[src/leg_shift_pkg.sv]
// ====================
// shared types and sizes for the operand-2 shifter pipeline
// shift types, shift field views and stage bundles
// ====================
`default_nettype none

package leg_shift_pkg;

  localparam int word_w  = 32;  // datapath width
  localparam int shamt_w = 5;   // rotate / mask amount
  localparam int amt_w   = 8;   // register shift amount, low byte of rs
  localparam int sel5_w  = 5;   // first rank, rotate 0..4
  localparam int sel8_w  = 8;   // second rank, rotate by 0,4,..,28

  typedef enum logic [1:0] {
    lsl = 2'b00,
    lsr = 2'b01,
    asr = 2'b10,
    ror = 2'b11
  } sh_type_e;

  // shift field as it sits in instr[11:4]
  typedef struct packed {
    logic [shamt_w-1:0] imm5;
    sh_type_e           sh_type;
    logic               by_reg;   // clear here
  } imm_shift_t;

  typedef struct packed {
    logic [3:0] rs_idx;   // register holding the amount
    logic       zero;     // always 0 in a legal encoding
    sh_type_e   sh_type;
    logic       by_reg;   // set here
  } reg_shift_t;

  // same byte, two readings, picked by by_reg
  typedef union packed {
    imm_shift_t imm;
    reg_shift_t rgs;
  } shift_field_u;

  typedef enum logic [2:0] {
    c_keep,     // carry flag passes through
    src_a0,
    src_a31,
    src_rot0,
    src_rot31,
    src_zero
  } carry_src_e;

  typedef struct packed {
    logic              valid;
    logic [word_w-1:0] a;
    shift_field_u      field;
    logic [amt_w-1:0]  rs_amt;   // rs[7:0], read out by the register file
    logic              c_in;     // current C flag
  } shift_op_t;

  // stage 1 -> stage 2
  typedef struct packed {
    logic               valid;
    logic [word_w-1:0]  a;
    logic [shamt_w-1:0] shamt;
    logic               longshift;
    logic [sel5_w-1:0]  shctl_5;   // one-hot
    logic [sel8_w-1:0]  shctl_8;   // one-hot
    logic               rrx_in;
    logic               left;
    logic               shift;
    logic               arith;
    carry_src_e         carry_src;
    logic               c_in;
  } shift_ctl_t;

  // stage 2 -> stage 3
  typedef struct packed {
    logic               valid;
    logic [word_w-1:0]  rot;
    logic               a31;
    logic [shamt_w-1:0] shamt;
    logic               longshift;
    logic               left;
    logic               shift;
    logic               arith;
    logic               a0;
    logic               rot0;
    logic               rot31;
    carry_src_e         carry_src;
    logic               c_in;
  } rot_word_t;

  typedef struct packed {
    logic              valid;
    logic [word_w-1:0] y;
    logic              c_out;
  } shift_res_t;

endpackage

`default_nettype wire

[src/shift_decode.sv]
// ====================
// stage 1 of the shifter pipeline
// decodes shift field and amount into rotate selects, mask controls
// and carry source, then registers them
// ====================
`default_nettype none

module shift_decode (
  input  wire                       clk,
  input  wire                       reset,
  input  leg_shift_pkg::shift_op_t  op,
  output leg_shift_pkg::shift_ctl_t ctl
);
  import leg_shift_pkg::*;

  logic               by_reg;
  sh_type_e           sh_type;
  logic [amt_w-1:0]   amt;        // effective amount before special cases
  logic               amt_zero;
  logic [shamt_w-1:0] k;          // rotate amount
  logic               long_sh;
  logic               do_shift;
  logic               rrx;
  carry_src_e         csrc;
  logic [2:0]         lo_sel, hi_sel;
  shift_ctl_t         ctl_d;

  // by_reg and type sit at the same place in both views
  assign by_reg   = op.field.rgs.by_reg;
  assign sh_type  = op.field.rgs.sh_type;
  assign amt      = by_reg ? op.rs_amt : amt_w'(op.field.imm.imm5);
  assign amt_zero = (amt == '0);

  always_comb begin
    k        = amt[shamt_w-1:0];
    long_sh  = 1'b0;
    do_shift = 1'b0;
    rrx      = 1'b0;
    csrc     = c_keep;
    unique case (sh_type)
      lsl: begin
        if (amt_zero) begin
          csrc = c_keep;                // no shift at all
        end else if (amt < amt_w'(word_w)) begin
          do_shift = 1'b1;
          csrc     = src_rot0;          // last bit out of the top lands in rot[0]
        end else begin
          do_shift = 1'b1;
          long_sh  = 1'b1;
          csrc     = (amt == amt_w'(word_w)) ? src_a0 : src_zero;
        end
      end
      lsr, asr: begin
        if (amt_zero && by_reg) begin
          csrc = c_keep;
        end else if (amt_zero || amt >= amt_w'(word_w)) begin
          // immediate #0 encodes a shift of 32
          do_shift = 1'b1;
          long_sh  = 1'b1;
          if (sh_type == asr || amt_zero || amt == amt_w'(word_w)) begin
            csrc = src_a31;
          end else begin
            csrc = src_zero;            // lsr past 32
          end
        end else begin
          do_shift = 1'b1;
          csrc     = src_rot31;         // a[k-1] ends up at the top
        end
      end
      ror: begin
        if (amt_zero && !by_reg) begin
          rrx  = 1'b1;                  // ror #0 is rrx
          k    = shamt_w'(1);
          csrc = src_a0;
        end else if (amt_zero) begin
          csrc = c_keep;
        end else if (k == '0) begin
          csrc = src_a31;               // nonzero multiple of 32
        end else begin
          csrc = src_rot31;
        end
      end
    endcase

    // left by k is right by 32-k, i.e. ~k + 1 split over the two ranks
    if (sh_type == lsl) begin
      lo_sel = {1'b0, ~k[1:0]} + 3'd1;  // 1..4, slot 4 takes the carry of the +1
      hi_sel = ~k[4:2];
    end else begin
      lo_sel = {1'b0, k[1:0]};
      hi_sel = k[4:2];
    end

    ctl_d.valid     = op.valid;
    ctl_d.a         = op.a;
    ctl_d.shamt     = long_sh ? '0 : k;
    ctl_d.longshift = long_sh;
    ctl_d.shctl_5   = sel5_w'(1) << lo_sel;
    ctl_d.shctl_8   = sel8_w'(1) << hi_sel;
    ctl_d.rrx_in    = rrx ? op.c_in : op.a[0];  // c flag only for rrx
    ctl_d.left      = (sh_type == lsl);
    ctl_d.shift     = do_shift;
    ctl_d.arith     = (sh_type == asr);
    ctl_d.carry_src = csrc;
    ctl_d.c_in      = op.c_in;
  end

  always_ff @(posedge clk) begin
    ctl <= ctl_d;
    if (reset) begin
      ctl.valid <= 1'b0;  // payload left as is
    end
  end

endmodule

`default_nettype wire

[src/barrel_shifter.sv]
// ====================
// stage 2 of the shifter pipeline
// 5:1 then 8:1 one-hot rotate network, registers rotated word and carry taps
// ====================
`default_nettype none

module barrel_shifter (
  input  wire                       clk,
  input  wire                       reset,
  input  leg_shift_pkg::shift_ctl_t ctl,
  output leg_shift_pkg::rot_word_t  rw
);
  import leg_shift_pkg::*;

  logic [word_w-1:0] a;
  logic [word_w-1:0] x;     // after first rank
  logic [word_w-1:0] rot;   // after second rank
  rot_word_t         rw_d;

  assign a = ctl.a;

  // first rank: ror 0..3, plus 4 for the +1 of a left shift
  always_comb begin
    casez (ctl.shctl_5)
      5'b????1: x = a;
      5'b???10: x = {ctl.rrx_in, a[word_w-1:1]};  // rrx feeds bit 31 here
      5'b??100: x = {a[1:0], a[word_w-1:2]};
      5'b?1000: x = {a[2:0], a[word_w-1:3]};
      5'b10000: x = {a[3:0], a[word_w-1:4]};
      default:  x = a;
    endcase
  end

  // second rank: ror by multiples of 4
  always_comb begin
    casez (ctl.shctl_8)
      8'b???????1: rot = x;
      8'b??????10: rot = {x[3:0],  x[word_w-1:4]};
      8'b?????100: rot = {x[7:0],  x[word_w-1:8]};
      8'b????1000: rot = {x[11:0], x[word_w-1:12]};
      8'b???10000: rot = {x[15:0], x[word_w-1:16]};
      8'b??100000: rot = {x[19:0], x[word_w-1:20]};
      8'b?1000000: rot = {x[23:0], x[word_w-1:24]};
      8'b10000000: rot = {x[27:0], x[word_w-1:28]};
      default:     rot = x;
    endcase
  end

  always_comb begin
    rw_d.valid     = ctl.valid;
    rw_d.rot       = rot;
    rw_d.a31       = a[word_w-1];   // sign for asr fill
    rw_d.shamt     = ctl.shamt;
    rw_d.longshift = ctl.longshift;
    rw_d.left      = ctl.left;
    rw_d.shift     = ctl.shift;
    rw_d.arith     = ctl.arith;
    // carry candidates, picked in stage 3
    rw_d.a0        = a[0];
    rw_d.rot0      = rot[0];
    rw_d.rot31     = rot[word_w-1];
    rw_d.carry_src = ctl.carry_src;
    rw_d.c_in      = ctl.c_in;
  end

  always_ff @(posedge clk) begin
    rw <= rw_d;
    if (reset) begin
      rw.valid <= 1'b0;
    end
  end

endmodule

`default_nettype wire

[src/shift_mask.sv]
// ====================
// stage 3 of the shifter pipeline
// thermometer mask, zero or sign fill, carry-out select, result register
// ====================
`default_nettype none

module shift_mask (
  input  wire                       clk,
  input  wire                       reset,
  input  leg_shift_pkg::rot_word_t  rw,
  output leg_shift_pkg::shift_res_t res
);
  import leg_shift_pkg::*;

  logic [shamt_w:0]  n;       // 0..32 bits to kill, longshift on top
  logic [word_w-1:0] therm;   // top n bits set
  logic [word_w-1:0] mask;
  logic [word_w-1:0] kill;
  logic              fill;
  logic              c_sel;
  shift_res_t        res_d;

  assign n = {rw.longshift, rw.shamt};

  // thermometer from the msb, reversed for a left shift
  always_comb begin
    for (int i = 0; i < word_w; i++) begin
      therm[i] = (word_w - 1 - i) < int'(n);  // longshift sets every bit
    end
    for (int i = 0; i < word_w; i++) begin
      mask[i] = rw.left ? therm[word_w-1-i] : therm[i];
    end
  end

  assign fill = rw.arith & rw.a31;          // asr of a negative word
  assign kill = rw.shift ? mask : '0;       // rotates keep all bits

  // carry-out of the shifter
  always_comb begin
    unique case (rw.carry_src)
      c_keep:    c_sel = rw.c_in;
      src_a0:    c_sel = rw.a0;
      src_a31:   c_sel = rw.a31;
      src_rot0:  c_sel = rw.rot0;
      src_rot31: c_sel = rw.rot31;
      src_zero:  c_sel = 1'b0;
      default:   c_sel = rw.c_in;
    endcase
  end

  always_comb begin
    res_d.valid = rw.valid;
    res_d.y     = (rw.rot & ~kill) | ({word_w{fill}} & kill);
    res_d.c_out = c_sel;
  end

  always_ff @(posedge clk) begin
    res <= res_d;
    if (reset) begin
      res.valid <= 1'b0;
    end
  end

endmodule

`default_nettype wire

[src/shifter_pipe.sv]
// ====================
// operand-2 shifter, three registered stages
// decode -> rotate -> mask
// ====================
`default_nettype none

module shifter_pipe (
  input  wire                       clk,
  input  wire                       reset,
  input  leg_shift_pkg::shift_op_t  op,    // one op per cycle, no stall
  output leg_shift_pkg::shift_res_t res    // op.valid + 3 cycles
);
  import leg_shift_pkg::*;

  shift_ctl_t ctl;   // decode -> rotate
  rot_word_t  rw;    // rotate -> mask

  // stage 1
  shift_decode u_decode (
    .clk   (clk),
    .reset (reset),
    .op    (op),
    .ctl   (ctl)
  );

  // stage 2
  barrel_shifter u_barrel (
    .clk   (clk),
    .reset (reset),
    .ctl   (ctl),
    .rw    (rw)
  );

  // stage 3
  shift_mask u_mask (
    .clk   (clk),
    .reset (reset),
    .rw    (rw),
    .res   (res)
  );

endmodule

`default_nettype wire

[config.mk]
export PLATFORM = sky130hd
export DESIGN_NAME = shifter_pipe
export DESIGN_NICKNAME = d
export VERILOG_FILES = /design/src/leg_shift_pkg.sv /design/src/shift_decode.sv /design/src/barrel_shifter.sv /design/src/shift_mask.sv /design/src/shifter_pipe.sv
export SDC_FILE = /design/constraint.sdc
export NUM_CORES = 1
export LEC_CHECK = 0
export ABC_AREA = 1
export BUFFER_PORTS_ARGS = -buffer_cell sky130_fd_sc_hd__buf_4
export CORE_ASPECT_RATIO = 1.75
export CORE_MARGIN = 2
export CORE_UTILIZATION = 55
export CTS_BUF_LIST = sky130_fd_sc_hd__clkbuf_8
export CTS_CLUSTER_SIZE = 16
export DETAILED_ROUTE_END_ITERATION = 8
export PLACE_DENSITY_LB_ADDON = 0.25
export SYNTH_ARGS = -nofsm -noshare
export SYNTH_HDL_FRONTEND = slang
export SYNTH_SLANG_ARGS = --single-unit
[constraint.sdc]
create_clock -name clk -period 4.1 [get_ports clk]
set_input_delay 0.205 -clock clk [delete_from_list [all_inputs] [get_ports clk]]
set_output_delay 0.205 -clock clk [all_outputs]
set_load 0.1 [all_outputs]
==> implementation parameters <==
Parameter                              Value

Run status
  Outcome ... finished, final reports clean

Finish
  Finished Cell Area ... 0.009951 mm^2
  Non-filler cells, final ... 1624
  Final Util ... 0.6498
  Footprint of the multi-input gates ... 0.005029 mm^2
  Register area ... 0.002843 mm^2
  Fill cell count ... 1420
  Net count reported at finish ... 1481
  ANT cells ... 0
  Area Overhead vs Synth ... 16.46%
  Proportion of layout cells with a drive suffix above 1 ... 0.1238

Logic synthesis
  Most used flip-flop cell after synthesis ... dfxtp_1
  Most used standard cells in the synthesized netlist ... 311 x nand3_1, 307 x nand2_1, 212 x nor2_1, 142 x dfxtp_1, 82 x inv_1
  Area share of the largest cell type after synthesis ... 0.3327
  Flip-flop and latch count after synthesis ... 142
  Most area-hungry cell type in the Yosys netlist ... dfxtp_1
  Post-Synthesis Cell Area ... 0.008544 mm^2
  Instance count of the mapped netlist ... 1344
  Synthesized Nets ... 1400
  Most used standard cell by instance count after synthesis ... nand3_1
  Count of flip-flops with a built-in enable after synthesis ... 0
  Synthesized area divided by synthesized cell count ... 6.357 um^2
  Fraction of the yosys area taken by sequential cells ... 0.3327
  Share of flip-flops with an asynchronous set or reset ... 0
  Most area-consuming cells after synthesis ... dfxtp_1 33%, nand3_1 18%, nand2_1 13%
  Synth warnings ... 0
  Post-synth cell types ... 32

Power and ir drop
  Net switching power of the design ... 2.820 mW
  Sequential fraction of design power ... 0.328
  Internal power summed over all cells ... 2.999 mW
  Power after layout ... 5.819 mW
  Fraction of power spent switching nets ... 0.4846
  Clock share of power ... 0.209
  Logic gate share of total power ... 0.463
  Leakage ... 4.899 nW
  Worst vdd ir ... 0.0003542 V
  Cell Pwr Density ... 584.7 mW/mm^2

STA
  Number of hold violations in the final report ... 0
  Number of failing setup endpoints in the final timing report ... 0
  RSZ-0062 raised after global routing ... no
  Final total negative setup slack ... 0 ps
  Max Freq ... 0.3402 GHz
  Min Tclk post-route ... 2940 ps
  Total count of max-transition violations in the final report ... 0
  Remaining max-slew budget at the tightest pin ... 0.1972
  Final worst path period share ... 0.7170
  Transition time at the pin with the least slew margin ... 1203 ps
  Maximum clock skew at final layout ... 17.35 ps

Floorplanning
  Top-level I/O count ... 86
  Floorplan die area ... 0.01659 mm^2
  Number of cell rows ... 60
  Initial Utilization ... 0.5579
  Core region area ... 0.01531 mm^2
  Die outline width ... 98.22 um
  Die Y-Extent ... 168.9 um

Setup path
  Startpoint of the worst setup timing path ... u_decode.ctl[17]
  Largest stage delay on the critical path ... 540 ps
  Largest delay share family, worst path ... simple AND/OR/NAND/NOR gates
  Startpoint of the worst register-to-register path ... u_decode.ctl[17]
  Critical path data arrival time ... 3270 ps
  Setup crit end kind ... flip-flop
  Type of origin of the critical path ... flip-flop
  Sequence of cells on the critical path ... nor2_4 -> buf_4 -> nand3_2 -> buf_4 -> nand3_2 -> buf_4 -> nand3_2 -> nand3_1 -> nand2_1 -> nor2_1 -> nand3_1
  Top fanout value on the critical path ... 34
  Cell with the largest stage delay on the worst path ... buf_4
  Data required, critical path ... 4430 ps
  Crit Path Category ... flip-flop to flip-flop
  Worst Path Buf+Inv ... 3

Detailed routing
  Post-route DRC ... 0
  Drt first-iter violations ... 1305
  Total iterations of the first detailed-routing run ... 6
  Total routed wirelength ... 28.06 mm
  Total via count in the routed design ... 9667
  Number of nets with antenna violations after detailed routing ... 0
  Detail-routed net length per standard cell ... 17.28 um
  Vias per std cell ... 5.953

Clocking
  Clk_lat worst skew ... 450 ps
  PostCTS Resize Cnt ... 0
  Worst-case clock buffer depth ... 2
  Max H-tree Level ... 4
  Total setup buffers inserted after CTS ... 0
  Clock edge transition at the registers on the reported setup and hold paths ... 90 ps
  Number of clock buffers inserted by TritonCTS ... 17
  Cell at the root of the clock tree ... clkbuf_8
  TritonCTS sink count ... 142
  Clock tree from TritonCTS ... built

Worst hold path
  Hold Path Origin ... op[11]
  Min-Delay Path Class ... input pin to flip-flop

Global routing
  Antenna violations before repair ... 0
  Vias in the first global route ... 8833
  GRT overflow ... 0
  Largest net degree at the start of global routing ... 65
  Global-route wire length before repair ... 44.78 mm
  GRT Overall Usage ... 0.3345

Placed design
  Count of port buffers added during placement ... 85
  Final weighted congestion in routability-driven placement ... 1.040
  Placed cell count ... 1557
  Post-detail-place hpwl ... 19.92 mm
  Total placed instance area ... 0.009173 mm^2

Flow run
  Number of violations of the max-capacitance limit ... 0
-- flip-flops by register name (all words and copies together) (netlist names) --
register / flops
u_barrel.rw: 48
u_decode.ctl: 60
u_mask.res: 34
-- layout make-up --
cell class              instances  share of cell area
clock buffers                  18             0.02490
inverters                      86             0.03269
multi-input cells            1044              0.5053
well taps                     186             0.02339
clock inverters                14             0.01811
flip-flops and latches        142              0.2857
repair buffers                134              0.1099
-- power by group through the flow --
stage	combinational, mW	sequential (mW)	clock (mW)
after floorplan	1.07	2.88	0
after CTS	2.66	1.90	1.23
after detailed placement	2.63	1.94	0
after global routing	2.87	1.94	1.29
final	2.70	1.91	1.21
after global placement	2.61	1.94	0
-- worst paths after layout --
kind | endpoint | slack (ps) | cells after the start
max | u_barrel.rw[17] | 1160 | 11
min | u_decode.ctl[4] | 20 | 2
max reg2reg | u_barrel.rw[17] | 1160 | 11
min reg2reg | u_barrel.rw[0] | 340 | 0
-- per-layer routing --
layer | part of all wire | GRT usage
met4 | 0.058 | 0.2102
met5 | 0 | 0
met2 | 0.49 | 0.5724
met3 | 0.082 | 0.05326
met1 | 0.37 | 0.3863
-- cell families (layout without fill, tap and decap cells) --
logic type | after synthesis | in the layout | share of synthesized area
fa+ha+maj | 4 | 4 | 0.005858
buf+inv | 158 | 252 | 0.08025
flops | 142 | 142 | 0.3327
simple gates | 939 | 939 | 0.5156
xor+xnor | 3 | 3 | 0.003076
compound gates | 98 | 98 | 0.06253
-- repair_timing --
action | in CTS | in global routing
hold endpoints to repair | 37 | 0
setup endpoints to repair | 0 | 0
hold buffers | 35 | 0
-- worst register-to-register path, delay by kind of cell, from the launching register on --
family / cells / cell delay (ps)
simple gates: 8 / 1380
flops: 1 / 360
buf+inv: 3 / 1100
-- cell usage in the layout (no fill, tap or decap), drive strengths merged --
cell type	instances
a21boi	1
a21oi	23
a31oi	8
and2	1
buf	99
bufinv	3
clkbuf	18
clkinv	2
clkinvlp	3
dfxtp	142
dlygate4sd3	35
ha	4
inv	92
nand2	308
nand3	343
nand4	65
nor2	219
nor3	2
nor3b	1
o211ai	10
o21ai	55
o21bai	1
xor2	3
-- stage by stage --
stage          setup slack [ps]  hold slack, ps
3_5_place_dp               1274           310.5
6_report                   1160           24.77
3_3_place_gp               1320           309.3
2_1_floorplan              2217           232.7
4_1_cts                    1258           11.09
5_1_grt                   995.4           13.31
Power figures use the tool's default switching activity.
